$ cat src/logic/cpu_core_pkg.sv
// CPU core shared types
// Bus widths, P register bit positions, the cycle FSM states and the
// decoded instruction classes that pass between control, datapath and ALU
package cpu_core_pkg;

  // -------------------------------------------------------------------------
  // Bus and register widths
  // -------------------------------------------------------------------------
  typedef logic [7:0]  data_t;
  typedef logic [15:0] addr_t;
  typedef logic [7:0]  status_t;

  // Bit positions within P
  localparam int FLAG_C = 0;
  localparam int FLAG_Z = 1;
  // Reads 1 in P; on the ALU flag output it marks V as live
  localparam int FLAG_U = 5;
  localparam int FLAG_V = 6;
  localparam int FLAG_N = 7;

  // -------------------------------------------------------------------------
  // Cycle FSM
  // -------------------------------------------------------------------------
  typedef enum logic [2:0] {
    ST_RESET,
    ST_VEC_LO,
    ST_VEC_HI,
    ST_FETCH,
    ST_DECODE,
    ST_ABS_LO,
    ST_ABS_EXEC,
    ST_HALT
  } cpu_state_t;

  // -------------------------------------------------------------------------
  // Decoded instruction classes
  // -------------------------------------------------------------------------
  typedef enum logic [2:0] {
    EX_LOAD_IMM,
    EX_LOAD_ABS,
    EX_STORE,
    EX_ALU,
    EX_JMP,
    EX_FLAG,
    EX_NOP
  } exec_kind_t;

  // Load target or store source
  typedef enum logic [1:0] {RS_A, RS_X, RS_Y} reg_sel_t;

  typedef enum logic [2:0] {ALU_ADC, ALU_SBC, ALU_AND, ALU_ORA, ALU_EOR, ALU_CMP} alu_op_t;

  // Implied flag instructions
  typedef enum logic [1:0] {FL_CLC, FL_SEC, FL_CLV, FL_NONE} flag_op_t;

endpackage

$ cat src/logic/cpu_opcode_pkg.sv
// 6502 opcode values
// Standard encodings for the instructions this core executes;
// anything else halts the core
package cpu_opcode_pkg;
  import cpu_core_pkg::*;

  // Immediate loads
  localparam data_t OP_LDA_IMM = 8'hA9;
  localparam data_t OP_LDX_IMM = 8'hA2;
  localparam data_t OP_LDY_IMM = 8'hA0;

  // Implied
  localparam data_t OP_CLC     = 8'h18;
  localparam data_t OP_SEC     = 8'h38;
  localparam data_t OP_CLV     = 8'hB8;
  localparam data_t OP_NOP     = 8'hEA;

  // Absolute
  localparam data_t OP_JMP_ABS = 8'h4C;
  localparam data_t OP_LDA_ABS = 8'hAD;
  localparam data_t OP_LDX_ABS = 8'hAE;
  localparam data_t OP_LDY_ABS = 8'hAC;
  localparam data_t OP_STA_ABS = 8'h8D;
  localparam data_t OP_STX_ABS = 8'h8E;
  localparam data_t OP_STY_ABS = 8'h8C;
  localparam data_t OP_ADC_ABS = 8'h6D;
  localparam data_t OP_SBC_ABS = 8'hED;
  localparam data_t OP_AND_ABS = 8'h2D;
  localparam data_t OP_ORA_ABS = 8'h0D;
  localparam data_t OP_EOR_ABS = 8'h4D;
  localparam data_t OP_CMP_ABS = 8'hCD;

endpackage

$ cat src/logic/cpu_alu.sv
`timescale 1ns/1ps
// 8-bit ALU
// Binary add with carry; SBC and CMP add the inverted operand.
// Logic ops AND, ORA, EOR. Result and N V Z C flags in the same cycle
module cpu_alu
  import cpu_core_pkg::*;
(
  input  alu_op_t alu_op,
  input  data_t   alu_a,
  input  data_t   alu_b,
  input  logic    alu_carry_in,
  output data_t   alu_result,
  output status_t alu_flags
);

  data_t      b_eff;
  logic       c_eff;
  logic [8:0] sum;
  logic       is_arith;
  data_t      flag_src;

  // Subtract as add of the one's complement
  assign b_eff    = (alu_op == ALU_SBC || alu_op == ALU_CMP) ? ~alu_b : alu_b;
  // Compare never borrows
  assign c_eff    = (alu_op == ALU_CMP) ? 1'b1 : alu_carry_in;
  assign sum      = {1'b0, alu_a} + {1'b0, b_eff} + {8'h00, c_eff};
  assign is_arith = (alu_op == ALU_ADC) || (alu_op == ALU_SBC);

  // Value the N and Z flags look at
  always_comb begin
    case (alu_op)
      ALU_AND: flag_src = alu_a & alu_b;
      ALU_ORA: flag_src = alu_a | alu_b;
      ALU_EOR: flag_src = alu_a ^ alu_b;
      default: flag_src = sum[7:0];
    endcase
  end

  // CMP hands A back untouched
  assign alu_result = (alu_op == ALU_CMP) ? alu_a : flag_src;

  always_comb begin
    alu_flags         = '0;
    alu_flags[FLAG_N] = flag_src[7];
    alu_flags[FLAG_Z] = (flag_src == 8'h00);
    // Logic ops return the incoming carry so C stays put
    alu_flags[FLAG_C] = (is_arith || alu_op == ALU_CMP) ? sum[8] : alu_carry_in;
    // Overflow when both inputs share a sign the result does not
    alu_flags[FLAG_V] = (alu_a[7] == b_eff[7]) && (sum[7] != alu_a[7]);
    // V only meaningful for ADC and SBC
    alu_flags[FLAG_U] = is_arith;
  end

endmodule

$ cat src/logic/cpu_control.sv
`timescale 1ns/1ps
// CPU control
// Instruction register, opcode decoder and the cycle FSM.
// Decodes the opcode into class signals for the datapath and ALU,
// and halts on any opcode it does not know
module cpu_control
  import cpu_core_pkg::*;
  import cpu_opcode_pkg::*;
(
  input  logic       clk,
  input  logic       resetn,
  input  data_t      rd_data,
  output cpu_state_t state,
  output exec_kind_t exec_kind,
  output reg_sel_t   reg_sel,
  output alu_op_t    alu_op,
  output flag_op_t   flag_op,
  output logic       halted
);

  data_t      ir;
  cpu_state_t state_next;
  logic       op_known;

  // -------------------------------------------------------------------------
  // Instruction register loaded with the opcode byte in FETCH
  // -------------------------------------------------------------------------
  always_ff @(posedge clk) begin
    if (!resetn) begin
      ir <= OP_NOP;
    end else if (state == ST_FETCH) begin
      ir <= rd_data;
    end
  end

  // -------------------------------------------------------------------------
  // Opcode decoder
  // -------------------------------------------------------------------------
  always_comb begin
    op_known = 1'b1;
    case (ir)
      OP_LDA_IMM, OP_LDX_IMM, OP_LDY_IMM: exec_kind = EX_LOAD_IMM;
      OP_LDA_ABS, OP_LDX_ABS, OP_LDY_ABS: exec_kind = EX_LOAD_ABS;
      OP_STA_ABS, OP_STX_ABS, OP_STY_ABS: exec_kind = EX_STORE;
      OP_ADC_ABS, OP_SBC_ABS, OP_AND_ABS,
      OP_ORA_ABS, OP_EOR_ABS, OP_CMP_ABS: exec_kind = EX_ALU;
      OP_JMP_ABS:                         exec_kind = EX_JMP;
      OP_CLC, OP_SEC, OP_CLV:             exec_kind = EX_FLAG;
      OP_NOP:                             exec_kind = EX_NOP;
      default: begin
        // Unknown opcode runs as NOP on the way to halt
        exec_kind = EX_NOP;
        op_known  = 1'b0;
      end
    endcase

    // Register select
    case (ir)
      OP_LDX_IMM, OP_LDX_ABS, OP_STX_ABS: reg_sel = RS_X;
      OP_LDY_IMM, OP_LDY_ABS, OP_STY_ABS: reg_sel = RS_Y;
      default:                            reg_sel = RS_A;
    endcase

    // ALU operation
    case (ir)
      OP_SBC_ABS: alu_op = ALU_SBC;
      OP_AND_ABS: alu_op = ALU_AND;
      OP_ORA_ABS: alu_op = ALU_ORA;
      OP_EOR_ABS: alu_op = ALU_EOR;
      OP_CMP_ABS: alu_op = ALU_CMP;
      default:    alu_op = ALU_ADC;
    endcase

    // Flag instructions
    case (ir)
      OP_CLC:  flag_op = FL_CLC;
      OP_SEC:  flag_op = FL_SEC;
      OP_CLV:  flag_op = FL_CLV;
      default: flag_op = FL_NONE;
    endcase
  end

  // -------------------------------------------------------------------------
  // Cycle FSM
  // -------------------------------------------------------------------------
  always_comb begin
    case (state)
      ST_RESET:  state_next = ST_VEC_LO;
      ST_VEC_LO: state_next = ST_VEC_HI;
      ST_VEC_HI: state_next = ST_FETCH;
      ST_FETCH:  state_next = ST_DECODE;
      ST_DECODE: begin
        if (!op_known) begin
          state_next = ST_HALT;
        end else if (exec_kind inside {EX_LOAD_ABS, EX_STORE, EX_ALU, EX_JMP}) begin
          state_next = ST_ABS_LO;
        end else begin
          // Immediate and implied finish here
          state_next = ST_FETCH;
        end
      end
      // JMP is done once the high address byte is in
      ST_ABS_LO:   state_next = (exec_kind == EX_JMP) ? ST_FETCH : ST_ABS_EXEC;
      ST_ABS_EXEC: state_next = ST_FETCH;
      // Halt holds until reset
      default:     state_next = ST_HALT;
    endcase
  end

  always_ff @(posedge clk) begin
    if (!resetn) begin
      state <= ST_RESET;
    end else begin
      state <= state_next;
    end
  end

  assign halted = (state == ST_HALT);

endmodule

$ cat src/logic/cpu_datapath.sv
`timescale 1ns/1ps
// CPU datapath
// A, X, Y, PC and P registers, operand capture and the memory bus
// registers. Steps the address through vector, operand and next
// opcode, and updates P from loads, ALU results and flag instructions
module cpu_datapath
  import cpu_core_pkg::*;
#(
  parameter addr_t RESET_VECTOR = 16'hFFFC
) (
  input  logic       clk,
  input  logic       resetn,
  input  data_t      rd_data,
  input  cpu_state_t state,
  input  exec_kind_t exec_kind,
  input  reg_sel_t   reg_sel,
  input  flag_op_t   flag_op,
  input  data_t      alu_result,
  input  status_t    alu_flags,
  output addr_t      address,
  output data_t      wr_data,
  output logic       wr_enable,
  output data_t      alu_a,
  output data_t      alu_b,
  output logic       alu_carry_in
);

  data_t   a_reg;
  data_t   x_reg;
  data_t   y_reg;
  addr_t   pc;
  status_t p_reg;
  data_t   operand_lo;
  addr_t   operand_addr;
  data_t   store_val;
  logic    short_instr;
  logic    load_en;
  logic    alu_en;

  // Full operand address once the high byte is on rd_data
  assign operand_addr = {rd_data, operand_lo};
  // One-byte instructions
  assign short_instr  = (exec_kind == EX_FLAG) || (exec_kind == EX_NOP);

  // Loaded byte is on rd_data in both load paths
  assign load_en = ((state == ST_DECODE) && (exec_kind == EX_LOAD_IMM)) ||
                   ((state == ST_ABS_EXEC) && (exec_kind == EX_LOAD_ABS));
  assign alu_en  = (state == ST_ABS_EXEC) && (exec_kind == EX_ALU);

  always_comb begin
    case (reg_sel)
      RS_X:    store_val = x_reg;
      RS_Y:    store_val = y_reg;
      default: store_val = a_reg;
    endcase
  end

  // ALU takes A and the memory byte, carry from P
  assign alu_a        = a_reg;
  assign alu_b        = rd_data;
  assign alu_carry_in = p_reg[FLAG_C];

  // -------------------------------------------------------------------------
  // Memory bus sequencing
  // -------------------------------------------------------------------------
  always_ff @(posedge clk) begin
    if (!resetn) begin
      address   <= RESET_VECTOR;
      wr_enable <= 1'b0;
    end else begin
      // Strobe covers exactly the ABS_EXEC cycle of a store
      wr_enable <= (state == ST_ABS_LO) && (exec_kind == EX_STORE);
      case (state)
        ST_VEC_LO:   address <= RESET_VECTOR + 16'd1;
        ST_VEC_HI:   address <= {rd_data, pc[7:0]};
        // Operand byte, or next opcode for implied
        ST_FETCH:    address <= pc + 16'd1;
        ST_DECODE:   address <= short_instr ? pc + 16'd1 : pc + 16'd2;
        ST_ABS_LO:   address <= operand_addr;
        ST_ABS_EXEC: address <= pc + 16'd3;
        // Reset and halt hold the bus
        default: begin
        end
      endcase
    end
  end

  // -------------------------------------------------------------------------
  // Program counter pointing at the opcode while in FETCH
  // -------------------------------------------------------------------------
  always_ff @(posedge clk) begin
    case (state)
      ST_VEC_LO: pc[7:0]  <= rd_data;
      ST_VEC_HI: pc[15:8] <= rd_data;
      ST_DECODE: begin
        if (exec_kind == EX_LOAD_IMM) begin
          pc <= pc + 16'd2;
        end else if (short_instr) begin
          pc <= pc + 16'd1;
        end
      end
      ST_ABS_LO: begin
        if (exec_kind == EX_JMP) begin
          pc <= operand_addr;
        end
      end
      ST_ABS_EXEC: pc <= pc + 16'd3;
      default: begin
      end
    endcase
  end

  // -------------------------------------------------------------------------
  // A, X, Y, operand low byte and store data
  // -------------------------------------------------------------------------
  always_ff @(posedge clk) begin
    if (load_en) begin
      case (reg_sel)
        RS_X:    x_reg <= rd_data;
        RS_Y:    y_reg <= rd_data;
        default: a_reg <= rd_data;
      endcase
    end else if (alu_en) begin
      // CMP comes back as A itself
      a_reg <= alu_result;
    end
    if (state == ST_DECODE) begin
      operand_lo <= rd_data;
    end
    if (state == ST_ABS_LO) begin
      wr_data <= store_val;
    end
  end

  // -------------------------------------------------------------------------
  // Status register
  // -------------------------------------------------------------------------
  always_ff @(posedge clk) begin
    if (!resetn) begin
      p_reg         <= '0;
      p_reg[FLAG_U] <= 1'b1;
    end else if (load_en) begin
      p_reg[FLAG_N] <= rd_data[7];
      p_reg[FLAG_Z] <= (rd_data == 8'h00);
    end else if (alu_en) begin
      p_reg[FLAG_N] <= alu_flags[FLAG_N];
      p_reg[FLAG_Z] <= alu_flags[FLAG_Z];
      // Logic ops return the old carry
      p_reg[FLAG_C] <= alu_flags[FLAG_C];
      // V only for ADC and SBC
      if (alu_flags[FLAG_U]) begin
        p_reg[FLAG_V] <= alu_flags[FLAG_V];
      end
    end else if ((state == ST_DECODE) && (exec_kind == EX_FLAG)) begin
      case (flag_op)
        FL_CLC:  p_reg[FLAG_C] <= 1'b0;
        FL_SEC:  p_reg[FLAG_C] <= 1'b1;
        FL_CLV:  p_reg[FLAG_V] <= 1'b0;
        default: begin
        end
      endcase
    end
  end

endmodule

$ cat src/logic/cpu_top.sv
`timescale 1ns/1ps
// CPU top level
// Control FSM, datapath and ALU on a byte-wide memory bus with
// registered address, same-cycle read data and a write strobe
module cpu_top
  import cpu_core_pkg::*;
#(
  parameter addr_t RESET_VECTOR = 16'hFFFC
) (
  input  logic  clk,
  input  logic  resetn,
  input  data_t rd_data,
  output addr_t address,
  output data_t wr_data,
  output logic  wr_enable,
  output logic  halted
);

  // Control to datapath and ALU
  cpu_state_t state;
  exec_kind_t exec_kind;
  reg_sel_t   reg_sel;
  alu_op_t    alu_op;
  flag_op_t   flag_op;

  // Datapath to ALU and back
  data_t      alu_a;
  data_t      alu_b;
  logic       alu_carry_in;
  data_t      alu_result;
  status_t    alu_flags;

  cpu_control control_inst (
    .clk       (clk),
    .resetn    (resetn),
    .rd_data   (rd_data),
    .state     (state),
    .exec_kind (exec_kind),
    .reg_sel   (reg_sel),
    .alu_op    (alu_op),
    .flag_op   (flag_op),
    .halted    (halted)
  );

  cpu_datapath #(
    .RESET_VECTOR (RESET_VECTOR)
  ) datapath_inst (
    .clk          (clk),
    .resetn       (resetn),
    .rd_data      (rd_data),
    .state        (state),
    .exec_kind    (exec_kind),
    .reg_sel      (reg_sel),
    .flag_op      (flag_op),
    .alu_result   (alu_result),
    .alu_flags    (alu_flags),
    .address      (address),
    .wr_data      (wr_data),
    .wr_enable    (wr_enable),
    .alu_a        (alu_a),
    .alu_b        (alu_b),
    .alu_carry_in (alu_carry_in)
  );

  cpu_alu alu_inst (
    .alu_op       (alu_op),
    .alu_a        (alu_a),
    .alu_b        (alu_b),
    .alu_carry_in (alu_carry_in),
    .alu_result   (alu_result),
    .alu_flags    (alu_flags)
  );

endmodule

$ cat config.mk
export PLATFORM = sky130hd
export DESIGN_NAME = cpu_top
export DESIGN_NICKNAME = d
export VERILOG_FILES = /design/src/logic/cpu_core_pkg.sv /design/src/logic/cpu_opcode_pkg.sv /design/src/logic/cpu_alu.sv /design/src/logic/cpu_control.sv /design/src/logic/cpu_datapath.sv /design/src/logic/cpu_top.sv
export SDC_FILE = /design/constraint.sdc
export NUM_CORES = 1
export LEC_CHECK = 0
export ABC_AREA = 1
export ABC_CLOCK_PERIOD_IN_PS = 7900
export CORE_MARGIN = 3
export CORE_UTILIZATION = 42
export DETAILED_ROUTE_END_ITERATION = 16
export DONT_BUFFER_PORTS = 1
export GPL_TIMING_DRIVEN = 0
export PLACE_DENSITY = 0.66
export SETUP_SLACK_MARGIN = 0.3
export SYNTH_ARGS = -nofsm -noshare
export SYNTH_HDL_FRONTEND = slang
export SYNTH_SLANG_ARGS = --single-unit
$ cat constraint.sdc
create_clock -name clk -period 7.9 [get_ports clk]
set_input_delay 1.58 -clock clk [delete_from_list [all_inputs] [get_ports clk]]
set_output_delay 1.58 -clock clk [all_outputs]
set_load 0.01 [all_outputs]
### Yosys cells after proc, flatten, opt, wreduce, memory -nomap -nowiden

Cells that the tools add are included.

* flip-flop bits (word level): 85
* logic and storage cells: 133

* bitwise logic cells: 5
* add/sub/neg operators: 5
* mux-type cells: 28
* reduce and logical (&&, ||, !) cells: 37
* eq/ne operators: 46

Operators by type and width (count)
* $eq 8x8->1 const B: 13
* $pmux 16 s6: 1
* $mux 16: 4
* $pmux 8 s4: 2
* $mux 8: 5
* $pmux 3 s6: 2
* $add 16x2->16 const B: 2
* $eq 3x3->1 const B: 9
* $eq 8x7->1 const B: 3
* $pmux 8 s3: 1
* $reduce_or 20->1: 1
* $eq 3x2->1 const B: 6
* $reduce_or 3->1: 6
* $add 16x1->16 const B: 1
* $eq 8x6->1 const B: 2
* $pmux 8 s2: 1
* $pmux 3 s5: 1
* $reduce_bool 4->1: 3
* $add 8x8->9: 1
* $add 9x1->9: 1
* $eq 3x1->1 const B: 3
* $logic_not 3->1: 3
* $mux 3: 3
* $reduce_and 3->1: 3
* other kinds (26): 44

### Logic depth before layout (Yosys ltp)

Gate-level depths: netlist (run 1).

* depth after elaboration: 11
* gate-level depth with buffers: 15

### Hierarchy

A second synthesis (run 1) with hierarchy kept.

* cell total of the unflattened synthesis: 983
* area, all modules: 6807.8 um^2

Modules (own cells, without submodules)
* cpu_datapath: instances 1, seq. area each 2042.0 um^2, area each 4690.7 um^2, cells each 637
* cpu_alu: instances 1, seq. area each 0.0 um^2, area each 1275.0 um^2, cells each 211
* cpu_control: instances 1, seq. area each 220.2 um^2, area each 842.1 um^2, cells each 135

### Least setup slack after synthesis (run 1)

Ideal clock, no wire load.

* path kind: input -> register
* start: input rd_data[0]
* end: register datapath_inst.a_reg[6], in the netlist datapath_inst.alu_a[6], data pin
* stages: 12
* arrival time: 3411 ps
* slack: 4229 ps
* buffers on the path: 0
* library setup time: 260 ps
* data required time: 7640 ps
* path through: inv_1 -> xor2_1 -> fa_1 -> fa_1 -> nand3_1 -> nand3_1 -> a21oi_1 -> o21bai_1 -> xnor2_1 -> nor2_1 -> o21ai_0 -> o21ai_1

* word-level cells in the longest chain between the ends: 8

Ends and longest elaborated chain
* start, declared: line cpu_top.sv:12 `input data_t rd_data,`
* $not 8->8: line cpu_alu.sv:23 `assign b_eff = (alu_op == ALU_SBC || alu_op == ALU_CMP) ? ~alu_b : alu_b;`
* $mux 8 (*): line cpu_alu.sv:23
* $add 8x8->9 (*): line cpu_alu.sv:26 `assign sum = {1'b0, alu_a} + {1'b0, b_eff} + {8'h00, c_eff};`
* $add 9x1->9 (*): line cpu_alu.sv:26
* $pmux 8 s3 (*): line cpu_alu.sv:31 `case (alu_op)`
* $mux 8 (*): line cpu_alu.sv:40 `assign alu_result = (alu_op == ALU_CMP) ? alu_a : flag_src;`
* $mux 8 (*): line cpu_datapath.sv:123 `end else if (alu_en) begin`
* $mux 8 (*): line cpu_datapath.sv:117 `if (load_en) begin`
* end signal, assigned: line cpu_datapath.sv:121 `default: a_reg <= rd_data;`
* end signal, assigned: line cpu_datapath.sv:125 `a_reg <= alu_result;`
* end, declared: line cpu_datapath.sv:28 `data_t a_reg;`

Every way passes the cells marked *; elsewhere a longest branch is shown, timed or not. The select of a mux whose other input is x is not followed.
A chain may end at the register's enable or synchronous reset.

### Worst setup path in the final report (run 1)

Same ends and word-level chain as after synthesis.

==> results.toml, run 1 <==
[status]
run_status = "complete, no violations"

[sta]
hold_slack_ns = 0.524
worst_pin_slew_ns = 1.32
finalClockSkew_ns = 0.0130
setup_viol = 0
relSlewSlack_pct = 11.6
maxSlewViolCount = 0
setup_ws_ns = 4.30
period_share_pct = 45.5
hold_violations = 0
timing.final.crit_period_ns = 3.60
tns_ns = 0
grt_setup_unrepaired = "no"
fmax_ghz = 0.278

[setup_path]
cp-end-kind = "register"
ff2ff_path_depth = 15
crit_type = "in2reg"
required_ns = 8.01
worst_setup_path_start_kind = "input pin"
regToRegEndpoint = "datapath_inst.alu_a[6]$_DFFE_PP_"
worstPathArrival_ns = 3.71
worstReg2RegStart = "control_inst.ir[4]$_SDFFE_PN0P_"
crit_path_max_fanout = 7
crit_chain = "inv_1, xor2_1, fa_1, fa_1, nand3_1, nand3_1, a21oi_1, o21bai_1, xnor2_1, nor2_1, o21ai_0, o21ai_1"
slowest_stage = "fa_1"
rrSetupSlack_ns = 4.49
critPathMaxStageDelay_ns = 0.46

[place]
dp_hpwl_um = 13700
io_buffers = 0
dp_worst_setup_slack_ns = 3.98
placedCellCount = 1014
routabilityCongestion = 0.968

[logic_synthesis]
ys.flop_type = "edfxtp_1"
yosys.area.top_type = "edfxtp_1"
synth_warnings = 0
yosysMostFrequentCell = "nand2_1"
ys_seq_elements = 85
ys_top_cells_by_count = "nand2_1 (215), inv_1 (105), nor2_1 (60)"
synthCells = 833
async_flop_share_pct = 0
synthTopCellsByArea = "edfxtp_1 (27%), nand2_1 (13%), dfxtp_1 (9.3%)"
synth_top_area_share_pct = 26.9
syn_area_per_cell_um2 = 7.50
synth_cell_type_count = 48
synth_area_um2 = 6240
syn-num-nets = 880
synth_edf_count = 56
synth_seq_area_share_pct = 36.2

[cts]
clkSlewWorstSetupHoldPaths_ns = 0.07
cts_setup_buffers = 0
htree_levels = 3
cts_buffers = 9
cts.sinks = 85
cts_tree = "built"
insertion_delay_ns = 0.36
ctsHoldBuffers = 0
root_buffer = "clkbuf_16"
cts_buffer_depth = 2
ctsResizeCount = 0

[global_routing]
grtUsageTotal_pct = 23.6
grt_pass1_wl_um = 29900
grt_pass1_vias = 5419
grt_max_degree = 18
grt-ovfl-total = 0
antenna_found_initial = 0

[layout]
drive_gt1_share_pct = 7.76
num-fill-cells = 1428
instances_no_fill = 1030
syn_to_final_growth_pct = 8.10
utilization_pct = 47.5
antenna_cells = 0
reg_top3 = "datapath_inst.address: 16 flops, datapath_inst.pc: 16 flops"
fin_nets = 892

[detailed_routing]
first_pass_iters = 5
first_iter_violations = 614
routed_wl_um = 18700
vias_per_cell = 5.65
ant_nets = 0
routed-via-count = 5818
wl_per_cell_um = 18.2
drt_drc_violations_left = 0

[power_and_ir_drop]
p_leak_nw = 3.06
clockPowerShare_pct = 18.9
internal_power_mw = 1.15
switchingPower_mw = 1.03
powerDensity_nw_per_um2 = 323
peakVddDrop_mv = 0.239
combPwrFrac_pct = 47.2
p_seq_share_pct = 34.0
p_sw_share_pct = 47.4

[floorplanning]
die_h_um = 128
core_area_um2 = 14200
die_w_um = 128
dieArea_um2 = 16400
start_util_pct = 44.0
boundaryPins = 36
fp-row-count = 43

[hold_path]
hp-start = "datapath_inst.address[1]$_SDFFE_PN0P_"
hold_depth = 2
min_path_type = "reg2reg"
hold_end = "datapath_inst.address[1]$_SDFFE_PN0P_"

[flow_run]
maxCapViolCount = 0
## power by group through the flow
stage / logic, mW / registers, mW / clock network [mW]
2_1_floorplan: 0.753 / 0.711 / 0
3_3_place_gp: 0.987 / 0.747 / 0
3_5_place_dp: 0.996 / 0.748 / 0
4_1_cts: 1.00 / 0.738 / 0.414
5_1_grt: 1.16 / 0.757 / 0.436
6_report: 1.03 / 0.740 / 0.411
## per-stage QoR
step / total power [mW] / cell area [um^2]
after floorplan: 1.46 / 6240
after global placement: 1.73 / 6470
after detailed placement: 1.74 / 6470
after CTS: 2.15 / 6750
after global routing: 2.35 / 6750
final: 2.18 / 6750
## how the worst max path moves through the flow
stage / startpoint / endpoint / slack [ns] / depth (start not counted)
after floorplan: rd_data[0] / datapath_inst.alu_a[6]$_DFFE_PP_ / 4.23 / 12
after CTS: rd_data[0] / datapath_inst.alu_a[6]$_DFFE_PP_ / 4.35 / 12
after global placement: rd_data[0] / datapath_inst.alu_a[6]$_DFFE_PP_ / 3.98 / 12
after global routing: rd_data[0] / datapath_inst.alu_a[6]$_DFFE_PP_ / 4.17 / 12
after detailed placement: rd_data[0] / datapath_inst.alu_a[6]$_DFFE_PP_ / 3.98 / 12
final: rd_data[0] / datapath_inst.alu_a[6]$_DFFE_PP_ / 4.30 / 12
## per-layer routing
metal  routed length, um  track usage, %  up-vias  share of wire, %
met2                8060            35.4      271                43
met3                1840            4.67       40               9.9
met5                   0               0        -                 0
met4                 600            8.93        0               3.2
li1                    -               -     2840                 -
met1                8220            33.6     2667                44
## final cells by class
cell class | instances | area, um^2 | area share [%]
Clock buffer | 9 | 225 | 3.34
Buffer | 24 | 129 | 1.91
Inverter | 116 | 435 | 6.45
Clock inverter | 7 | 50.0 | 0.742
Tap cell | 180 | 225 | 3.34
Multi-Input combinational cell | 608 | 3420 | 50.6
Timing Repair Buffer | 1 | 5.00 | 0.0742
Sequential cell | 85 | 2260 | 33.5
## cells by family after synthesis
| group | synth area share, % |
|---|---|
| adder cells (fa/ha/maj) | 7.66 |
| flip-flops | 36.2 |
| buffers and inverters | 9.04 |
| XOR/XNOR | 4.07 |
| AND/OR/NAND/NOR | 25.8 |
| AO/OA/AOI/OAI | 17.2 |
## placed cells by master, fill, tap and decap left out, types with 4 or more instances in the layout
master	count
xor2_1	25
nor2_2	7
o2111ai_1	9
a22oi_1	12
nor3_1	10
a21oi_1	48
nand4_1	6
edfxtp_1	56
dfxtp_1	29
nand3_1	54
nand2_2	6
a31oi_1	5
o211ai_1	19
inv_1	105
clkbuf_16	9
nand2_1	215
o21ai_0	45
o21ai_1	5
buf_2	8
inv_2	9
clkbuf_1	12
nor2_1	60
ha_1	35
xnor2_1	4
a221oi_1	6
## worst max-delay path, delay by kind of cell
kind,cells,cell delay [ns]
compound gates,4,0.47
buf+inv,1,0.22
fa+ha+maj,2,0.89
xor+xnor,2,0.29
simple gates,3,0.28
Note: power is estimated with default switching activity, not from simulation.
==> run 2: changes to the inputs <==
--- a/config.mk
+++ b/config.mk
@@ -6,13 +6,13 @@
 export NUM_CORES = 1
 export LEC_CHECK = 0
 export ABC_AREA = 1
-export ABC_CLOCK_PERIOD_IN_PS = 7900
+export ABC_CLOCK_PERIOD_IN_PS = 3200
 export CORE_MARGIN = 3
 export CORE_UTILIZATION = 42
 export DETAILED_ROUTE_END_ITERATION = 16
 export DONT_BUFFER_PORTS = 1
 export GPL_TIMING_DRIVEN = 0
-export PLACE_DENSITY = 0.66
+export PLACE_DENSITY = 0.69
 export SETUP_SLACK_MARGIN = 0.3
 export SYNTH_ARGS = -nofsm -noshare
 export SYNTH_HDL_FRONTEND = slang
==> constraint.sdc (replaced) <==
create_clock -name clk -period 3.2 [get_ports clk]
set_input_delay 0.64 -clock clk [delete_from_list [all_inputs] [get_ports clk]]
set_output_delay 0.64 -clock clk [all_outputs]
set_load 0.01 [all_outputs]
==> results.toml, run 2 (same netlist as run 1, synthesis figures left out) <==
[layout]
num-fill-cells = 1406
drive_gt1_share_pct = 9.74
layout_commonest_cell = "nand2_1"
syn_to_final_growth_pct = 10.1
antenna_cells = 0
multi_input_area_um2 = 3470
fin_nets = 894
final_cell_mix = "nand2_1 (214), inv_1 (103), nor2_1 (59)"
register_area_um2 = 2260
instances_no_fill = 1032
reg_top3 = "datapath_inst.address: 16 flops, datapath_inst.pc: 16 flops"

[sta]
tns_ns = 0
worst_pin_slew_ns = 0.804
finalClockSkew_ns = 0.0107
timing.final.crit_period_ns = 2.85
period_share_pct = 89.1
fmax_ghz = 0.351
maxSlewViolCount = 0
setup_viol = 0
grt_setup_unrepaired = "yes"
relSlewSlack_pct = 46.1
hold_violations = 0
hold_slack_ns = 0.376
setup_ws_ns = 0.350

[detailed_routing]
wl_per_cell_um = 18.1
ant_nets = 0
vias_per_cell = 5.69
routed_wl_um = 18700
first_iter_violations = 644
routed-via-count = 5867
drt_drc_violations_left = 0
first_pass_iters = 5

[cts]
cts_tree = "built"
htree_levels = 3
clkSlewWorstSetupHoldPaths_ns = 0.07
root_buffer = "clkbuf_16"
cts_buffer_depth = 2
cts.sinks = 85
ctsHoldBuffers = 0
cts_buffers = 9
insertion_delay_ns = 0.36

[setup_path]
required_ns = 3.30
worstPathArrival_ns = 2.95
regToRegEndpoint = "datapath_inst.alu_a[6]$_DFFE_PP_"
worstReg2RegStart = "control_inst.ir[1]$_SDFFE_PN1P_"
slowest_stage = "fa_2"
crit_path_max_fanout = 5
crit_chain = "inv_2, nand2_1, nor2_4, buf_4, nand3_1, nand2_1, fa_2, fa_2, nand3_1, nand3_2, a21oi_1, o21bai_1, xnor2_1, nor2_1, o21ai_0, o21ai_1"
crit_buf_inv = 2
critical_path.top_delay_family = "adder cells"
cp-end-kind = "register"
worst_setup_path_start_kind = "register"
ff2ff_path_depth = 16
crit_type = "reg2reg"
rrSetupSlack_ns = 0.35
critPathMaxStageDelay_ns = 0.38

[power_and_ir_drop]
powerDensity_nw_per_um2 = 809
peakVddDrop_mv = 0.480
p_total_mw = 5.56
p_leak_nw = 3.10

[hold_path]
min_path_type = "in2reg"
hold_end = "datapath_inst.operand_lo[5]$_DFFE_PP_"
hp-start = "rd_data[5]"
hold_depth = 0

[global_routing]
grtUsageTotal_pct = 23.5
grt_pass1_vias = 5433
antenna_found_initial = 1
grt-ovfl-total = 0
grt_max_degree = 18
grt_pass1_wl_um = 29700

[place]
io_buffers = 0
dp_hpwl_um = 13600
dp_worst_setup_slack_ns = 0.0484
routabilityCongestion = 0.964
placedCellCount = 1013

[flow_run]
maxCapViolCount = 0

[floorplanning]
die_h_um = 128
start_util_pct = 44.0
die_w_um = 128
fp-row-count = 43
core_area_um2 = 14200
dieArea_um2 = 16400
boundaryPins = 36

[status]
run_status = "complete, no violations"
run 2: cell type report:
class | count | area share [%]
multi-input combinational | 608 | 50.4
sequential | 85 | 33.0
inverter | 116 | 6.39
clock buffer | 9 | 3.28
tap | 180 | 3.28
buffer | 24 | 1.91
clock inverter | 7 | 1.42
timing repair buffer | 3 | 0.328
run 2: power breakdown:
group	total (mW)	switching (mW)	internal, mW
clock	1.17	0.482	0.689
sequential	1.83	0.322	1.51
combinational	2.55	1.76	0.797
run 2: timing repair:
item                       CTS  global route
setup endpoints to repair   17            15
gates resized for setup      5             9
setup buffers                2             1
pin swaps                    2             2
run 2: worst max-delay path by stage:
stage / start / to / slack (ns) / cells past startpoint
after detailed placement: control_inst.ir[1]$_SDFFE_PN1P_ / datapath_inst.alu_a[6]$_DFFE_PP_ / 0.05 / 15
final: control_inst.ir[1]$_SDFFE_PN1P_ / datapath_inst.alu_a[6]$_DFFE_PP_ / 0.35 / 16
after global placement: control_inst.ir[1]$_SDFFE_PN1P_ / datapath_inst.alu_a[6]$_DFFE_PP_ / 0.05 / 15
after floorplan: control_inst.ir[1]$_SDFFE_PN1P_ / datapath_inst.alu_a[6]$_DFFE_PP_ / 0.31 / 15
after global routing: control_inst.ir[1]$_SDFFE_PN1P_ / datapath_inst.alu_a[6]$_DFFE_PP_ / 0.19 / 16
after CTS: control_inst.ir[3]$_SDFFE_PN1P_ / datapath_inst.alu_a[6]$_DFFE_PP_ / 0.28 / 14
run 2: routing by layer:
metal / share of wire [%] / track usage, % / vias up
met5: 0.070 / 0 / -
met4: 3.8 / 8.99 / 2
met3: 10 / 7.29 / 53
met2: 43 / 34.4 / 268
met1: 44 / 32.4 / 2703
li1: - / - / 2841
run 2: metrics by stage:
stage / util (%) / area, um^2
2_1_floorplan: - / 6260
3_3_place_gp: 45.7 / 6480
3_5_place_dp: 45.7 / 6490
4_1_cts: 48.2 / 6840
5_1_grt: 48.4 / 6870
6_report: 48.4 / 6870
